<file path="src/hw/pack_defs.svh">
`ifndef PACK_DEFS_SVH
`define PACK_DEFS_SVH

// One pushed sample and one packed line.
`define PACK_IN_W 16
`define PACK_OUT_W 128

`define PACK_LANES (`PACK_OUT_W / `PACK_IN_W) // Samples per line.

// Line store size.
`define PACK_DEPTH 16
`define PACK_ADDR_W 4

`endif

</file>
<file path="src/hw/pack_pkg.sv">
package pack_pkg;

  `include "pack_defs.svh"

  typedef logic [`PACK_IN_W-1:0] sample_t;
  typedef logic [`PACK_OUT_W-1:0] line_t;
  typedef logic [`PACK_ADDR_W-1:0] line_addr_t;
  typedef logic [`PACK_ADDR_W:0] line_count_t; // Can hold PACK_DEPTH itself.

  // In a hold state the named buffer is full and the other one is filling.
  typedef enum logic [1:0] {
    fill_a,
    hold_a,
    fill_b,
    hold_b
  } pack_state_e;

endpackage

</file>
<file path="src/hw/mem_port_if.sv">
`timescale 1ns/1ns

interface mem_port_if;

  // Write side.
  logic we;
  pack_pkg::line_addr_t waddr;
  pack_pkg::line_t wdata;

  // Read side. rdata follows re by one cycle.
  logic re;
  pack_pkg::line_addr_t raddr;
  pack_pkg::line_t rdata;

  modport writer (
    output we, waddr, wdata,
    output re, raddr,
    input  rdata
  );

  modport memory (
    input  we, waddr, wdata,
    input  re, raddr,
    output rdata
  );

endinterface

</file>
<file path="src/hw/word_packer.sv">
`timescale 1ns/1ns
`include "pack_defs.svh"

module word_packer (
  input  logic              clk,
  input  logic              rst,
  input  logic              push,
  input  pack_pkg::sample_t din,
  output logic              push_ready,
  input  logic              line_ready,
  output logic              line_valid,
  output pack_pkg::line_t   line_data
);

  localparam logic [`PACK_LANES-1:0] first_lane = 1;

  pack_pkg::pack_state_e state_q;
  pack_pkg::line_t buf_a;
  pack_pkg::line_t buf_b;

  // One-hot slot for the next sample of whichever buffer is filling.
  // It shifts out to zero once that buffer is full.
  logic [`PACK_LANES-1:0] lane_q;

  logic take;
  logic accept;
  logic to_a;
  logic last_lane;
  logic fill_full;
  logic acc_a_q;
  logic acc_b_q;

  assign take = push & push_ready;
  assign accept = line_ready &
                  (state_q == pack_pkg::hold_a || state_q == pack_pkg::hold_b);

  // Buffer A fills in fill_a and while B waits in hold_b.
  assign to_a = (state_q == pack_pkg::fill_a) || (state_q == pack_pkg::hold_b);

  assign last_lane = lane_q[`PACK_LANES-1];

  // The filling buffer is full at the end of this cycle.
  assign fill_full = (lane_q == '0) | (take & last_lane);

  // New samples enter at the top, so the first one ends up in lane 0.
  always_ff @(posedge clk) begin
    if (take && to_a) begin
      buf_a <= {din, buf_a[`PACK_OUT_W-1:`PACK_IN_W]};
    end
    if (take && !to_a) begin
      buf_b <= {din, buf_b[`PACK_OUT_W-1:`PACK_IN_W]};
    end
  end

  always_ff @(posedge clk) begin
    if (rst) begin
      state_q <= pack_pkg::fill_a;
      lane_q <= first_lane;
      push_ready <= 1'b1;
    end else begin
      if (take) begin
        lane_q <= lane_q << 1;
      end
      case (state_q)
        pack_pkg::fill_a: begin
          if (take && last_lane) begin
            state_q <= pack_pkg::hold_a;
            lane_q <= first_lane; // B starts empty.
          end
        end
        pack_pkg::hold_a: begin
          if (line_ready) begin
            push_ready <= 1'b1; // A is free again.
            if (fill_full) begin
              state_q <= pack_pkg::hold_b;
              lane_q <= first_lane;
            end else begin
              state_q <= pack_pkg::fill_b;
            end
          end else if (take && last_lane) begin
            push_ready <= 1'b0; // Both buffers full.
          end
        end
        pack_pkg::fill_b: begin
          if (take && last_lane) begin
            state_q <= pack_pkg::hold_b;
            lane_q <= first_lane;
          end
        end
        pack_pkg::hold_b: begin
          if (line_ready) begin
            push_ready <= 1'b1;
            if (fill_full) begin
              state_q <= pack_pkg::hold_a;
              lane_q <= first_lane;
            end else begin
              state_q <= pack_pkg::fill_a;
            end
          end else if (take && last_lane) begin
            push_ready <= 1'b0;
          end
        end
        default: begin
          state_q <= pack_pkg::fill_a;
        end
      endcase
    end
  end

  // Two stages from accept to line_valid.
  always_ff @(posedge clk) begin
    if (rst) begin
      acc_a_q <= 1'b0;
      acc_b_q <= 1'b0;
      line_valid <= 1'b0;
    end else begin
      acc_a_q <= accept && (state_q == pack_pkg::hold_a);
      acc_b_q <= accept && (state_q == pack_pkg::hold_b);
      line_valid <= acc_a_q | acc_b_q;
    end
  end

  // The accepted buffer cannot be refilled before this capture edge.
  always_ff @(posedge clk) begin
    if (acc_a_q) begin
      line_data <= buf_a;
    end else if (acc_b_q) begin
      line_data <= buf_b;
    end
  end

  push_only_when_ready: assert property (
    @(posedge clk) disable iff (rst) push |-> push_ready
  ) else $error("push while push_ready is low");

  // Lines must alternate between the buffers when they come back to back.
  no_repeat_source: assert property (
    @(posedge clk) disable iff (rst)
      (acc_a_q |=> !acc_a_q) and (acc_b_q |=> !acc_b_q)
  ) else $error("two consecutive lines from the same buffer");

endmodule

</file>
<file path="src/hw/line_writer.sv">
`timescale 1ns/1ns
`include "pack_defs.svh"

module line_writer (
  input  logic                  clk,
  input  logic                  rst,
  input  logic                  clear,
  input  logic                  line_valid,
  input  pack_pkg::line_t       line_data,
  output logic                  line_ready,
  input  logic                  rd_en,
  input  pack_pkg::line_addr_t  rd_addr,
  output pack_pkg::line_t       rd_data,
  output pack_pkg::line_count_t line_count,
  mem_port_if.writer            mem
);

  localparam pack_pkg::line_count_t depth = `PACK_DEPTH;

  logic store;

  // A line that finds the store full is dropped.
  assign store = line_valid && (line_count != depth);

  // The count doubles as the write pointer.
  assign mem.we = store;
  assign mem.waddr = line_count[`PACK_ADDR_W-1:0];
  assign mem.wdata = line_data;

  // Host reads go straight to the read port.
  assign mem.re = rd_en;
  assign mem.raddr = rd_addr;
  assign rd_data = mem.rdata;

  // Keeps two slots free for lines that may already be in flight.
  assign line_ready = line_count < (depth - 1'b1);

  always_ff @(posedge clk) begin
    if (rst || clear) begin
      line_count <= '0;
    end else if (store) begin
      line_count <= line_count + 1'b1;
    end
  end

  no_write_when_full: assert property (
    @(posedge clk) disable iff (rst) line_valid |-> line_count != depth
  ) else $error("line_valid with the line store full");

endmodule

</file>
<file path="src/hw/line_ram.sv">
`timescale 1ns/1ns
`include "pack_defs.svh"

module line_ram (
  input logic         clk,
  mem_port_if.memory  mem
);

  pack_pkg::line_t mem_q [`PACK_DEPTH];
  pack_pkg::line_t rdata_q;

  // A read of the address being written returns the old line.
  always_ff @(posedge clk) begin
    if (mem.we) begin
      mem_q[mem.waddr] <= mem.wdata;
    end
    if (mem.re) begin
      rdata_q <= mem_q[mem.raddr];
    end
  end

  assign mem.rdata = rdata_q;

endmodule

</file>
<file path="src/hw/pack_top.sv">
`timescale 1ns/1ns

module pack_top (
  input  logic                  clk,
  input  logic                  rst,
  input  logic                  push,
  input  pack_pkg::sample_t     din,
  output logic                  push_ready,
  input  logic                  clear,
  input  logic                  rd_en,
  input  pack_pkg::line_addr_t  rd_addr,
  output pack_pkg::line_t       rd_data,
  output pack_pkg::line_count_t line_count
);

  logic line_valid;
  logic line_ready;
  pack_pkg::line_t line_data;

  mem_port_if mem_bus ();

  word_packer u_packer (
    .clk        (clk),
    .rst        (rst),
    .push       (push),
    .din        (din),
    .push_ready (push_ready),
    .line_ready (line_ready),
    .line_valid (line_valid),
    .line_data  (line_data)
  );

  line_writer u_writer (
    .clk        (clk),
    .rst        (rst),
    .clear      (clear),
    .line_valid (line_valid),
    .line_data  (line_data),
    .line_ready (line_ready),
    .rd_en      (rd_en),
    .rd_addr    (rd_addr),
    .rd_data    (rd_data),
    .line_count (line_count),
    .mem        (mem_bus.writer)
  );

  line_ram u_ram (
    .clk (clk),
    .mem (mem_bus.memory)
  );

endmodule

</file>
<file path="config.mk">
export PLATFORM = sky130hd
export DESIGN_NAME = pack_top
export DESIGN_NICKNAME = d
export VERILOG_FILES = /design/src/hw/pack_pkg.sv /design/src/hw/mem_port_if.sv /design/src/hw/word_packer.sv /design/src/hw/line_writer.sv /design/src/hw/line_ram.sv /design/src/hw/pack_top.sv
export VERILOG_INCLUDE_DIRS = /design/src /design/src/hw
export SDC_FILE = /design/constraint.sdc
export NUM_CORES = 2
export LEC_CHECK = 0
export ABC_CLOCK_PERIOD_IN_PS = 18700
export BUFFER_PORTS_ARGS = -buffer_cell sky130_fd_sc_hd__buf_2
export CAP_MARGIN = 10
export CORE_MARGIN = 10
export CORE_UTILIZATION = 35
export DETAILED_ROUTE_END_ITERATION = 12
export HOLD_SLACK_MARGIN = 0.15
export SLEW_MARGIN = 20
export SYNTH_ARGS = -nofsm -noshare
export SYNTH_HDL_FRONTEND = slang
export SYNTH_SLANG_ARGS = --single-unit
</file>
<file path="constraint.sdc">
create_clock -name clk -period 18.7 [get_ports clk]
set_input_delay 3.74 -clock clk [delete_from_list [all_inputs] [get_ports clk]]
set_output_delay 3.74 -clock clk [all_outputs]
set_load 0.05 [all_outputs]
</file>
==> metrics <==
CTS tree done; clk_skew 43.7 ps; Post-CTS Setup Bufs 0; pin count of the biggest net entering global routing 130; Hold Vio Cnt, Final 0; deepest clock path buffer count 4; area delta synth->final 14.5%; Reg power frac 54.3%; global placement routability congestion 0.706; Mapped Nets 3867; Max-cap violations 0; YS warnings 0; Global Route Usage Sum 14.8%; Initial DRT Pass Iterations 7; cell mode on critical path buf_4; PortBufs 158; Unique masters post-synth 40; clock network power share 40.2%; placement row count 191; synthesis-stage register bit count 2579; Critical Path End Type flop; sequential share of the synthesized area 81.4%; NumNets Final 4207; DIE WIDTH 541 um; fraction of registers with async set/reset 0%; global-route wire length before repair 317000 um; Post-route DRC 0; hold_buf cts 0; RSZ-0062 raised after global routing no; Vias/cell 5.25; Post-Synthesis Cell Area 94900 um^2; Buf/Inv on CP 4; largest area contributor in the netlist edfxtp_1; CP peak stage delay 830 ps; final hold slack 418 ps; P per Cell Area 118 nW/um^2; post-cts sizing count 0; total wire length 222000 um; Final Setup Violations 0; Slowest cell on crit path buf_4; post-synth top area share 81.0%; initial antenna violation count 25; relative slew slack 27.4%; Hold EP u_packer.buf_b[77]; total CTS buffers 282; Routed Antenna Nets 0; die area 292000 um^2; clock root buffer clkbuf_16; clock tree sinks 2579; outcome finished, final reports clean; Crit path max-delay family buffers and inverters; H-tree depth 5; worst slack at placement 10160 ps; average wire per standard cell 28.1 um; hold path startpoint u_packer.buf_b[93]; IO Pins 159; final worst slack 11340 ps; reg2reg start u_writer.line_count[0]; P_leak 33.6 nW; sw power 2.80 mW; Final Total Pwr 12.8 mW; Syn Inst Count 3834; CP required 19300 ps; clock-pin slew on the worst setup and hold paths 60 ps; max frequency 0.136 GHz; Post-Syn Area per Cell 24.8 um^2; Int Power 10.0 mW; initial core utilization 35.1%; Worst Setup Path Type input port to flop; Commonest cells post-synth edfxtp_1, mux4_2, mux2_2, clkbuf_1, a21oi_1; Core Area 270000 um^2; Post-Place Cells 7459; fraction of layout cells with a size suffix above 1 30.5%; number of global-route vias before repair 42900; HPWL Detailed 112000 um; DR vias 41600; dominant cells by area after synthesis edfxtp_1, mux4_2, mux2_2; Die Span Y 541 um; Worst VDD drop 0.0615 mV; Congestion Overflow GR 0; Hold Path Depth 0; Worst Hold Class flop to flop; non-filler cells, final 7927; Max Slew Vio Count 0; Critical Path AT 7960 ps; flop2flop setup slack 14950 ps; clk_lat worst skew 920 ps; setup TNS 0 ps; Final period util 39.4%; Worst path depth 8; R2R cell count 7; Net Sw Frac 21.8%; most common cell in the synthesized netlist edfxtp_1; fillcell total 23300; Worst Tran Pin Value 1090 ps; Initial DRC Count 4298; Post-synth EDFFs 2560; CP Launch Type input port; ys flop type edfxtp_1; combinational power share 5.5%; crit-path cells buf_8, buf_4, buf_12, buf_4, mux4_2, nor2b_1, a211oi_1, a21oi_1; minimum clock period 7360 ps; r2r endpoint u_ram.mem_q[1][38]; critical-path maximum fanout 84
worst register-to-register path, stage by stage, from the launching register on:
cell,delay (ps)
dfxtp_1,440
inv_1,120
ha_1,260
nand2_1,90
o31ai_1,120
or3_1,510
nor2_4,850
buf_4,850
area by class of cell:
cell class	instances	area, um^2	share of cell area (%)
antenna	4	10.0	0.00921
sequential	2579	77300	71.1
inverter	9	38.8	0.0357
tap	3570	4470	4.11
timing repair buffer	237	1600	1.48
multi-input combinational	1065	16900	15.6
clock buffer	347	7340	6.75
clock inverter	116	1060	0.975
placed cells by master, fill, tap and decap left out, types with 17 or more instances in the layout:
cell type,instances
mux2i_1,50
dfxtp_1,18
buf_4,66
nor2b_1,50
nor2_4,17
mux2_2,154
buf_2,153
clkbuf_16,284
a211oi_1,48
clkinv_2,31
a21oi_1,69
clkinv_1,54
nand2_1,23
edfxtp_1,2560
bufinv_16,20
mux4_2,566
clkbuf_1,63
routing by layer:
layer  vias up  global-route usage, %  part of all wire [%]  wire length (um)
li1      17100                      -                     -                 -
met1     22800                   20.7                    43             95400
met2      1472                   23.7                    48            107000
met3       297                   3.18                   6.8             15200
met4         8                   3.78                   2.1              4750
met5         -                      0                 0.023                52
logic make-up after synthesis:
kind of cell / synth area share, %
AO/OA/AOI/OAI: 1.12
XOR/XNOR: 0.0369
adder cells (fa/ha/maj): 0.105
buffers and inverters: 0.908
flip-flops: 81.4
multiplexers: 15.8
AND/OR/NAND/NOR: 0.642
how the worst max path moves through the flow:
| stage | from | to | slack, ps |
|---|---|---|---|
| final | rd_addr[0] | u_ram.mem.rdata[97] | 11340 |
| after global routing | rd_addr[0] | u_ram.mem.rdata[80] | 10870 |
| after CTS | rd_addr[0] | u_ram.mem.rdata[117] | 11160 |
| after detailed placement | rd_addr[0] | u_ram.mem.rdata[117] | 10160 |
| after global placement | rd_addr[0] | u_ram.mem.rdata[117] | 10240 |
| after floorplan | push | u_packer.buf_a[0] | 8800 |
registers in the layout, indices dropped and copies added, names as in the netlist, 2 cells and up, named ones only:
name,cells
u_ram.mem.rdata,128
u_ram.mem_q,2048
u_packer.buf_b,128
u_packer.buf_a,128
u_packer.lane_q,7
u_writer.line_count,5
u_packer.state_q,2
u_packer.line_data,128
per-stage QoR:
| stage | utilization, % | area [um^2] |
|---|---|---|
| floorplan | - | 94900 |
| global placement | 37.1 | 100000 |
| detailed placement | 37.1 | 100000 |
| CTS | 40.2 | 109000 |
| global route | 40.2 | 109000 |
| finish | 40.2 | 109000 |
power by group through the flow:
stage | registers [mW] | clock network [mW] | logic [mW]
after global routing | 7.01 | 5.51 | 0.755
after detailed placement | 7.10 | 0 | 0.726
after floorplan | 7.09 | 0 | 0.394
after CTS | 6.98 | 5.27 | 0.730
after global placement | 7.08 | 0 | 0.726
final | 6.97 | 5.16 | 0.707
No activity file was read; power rests on OpenSTA's default activity.
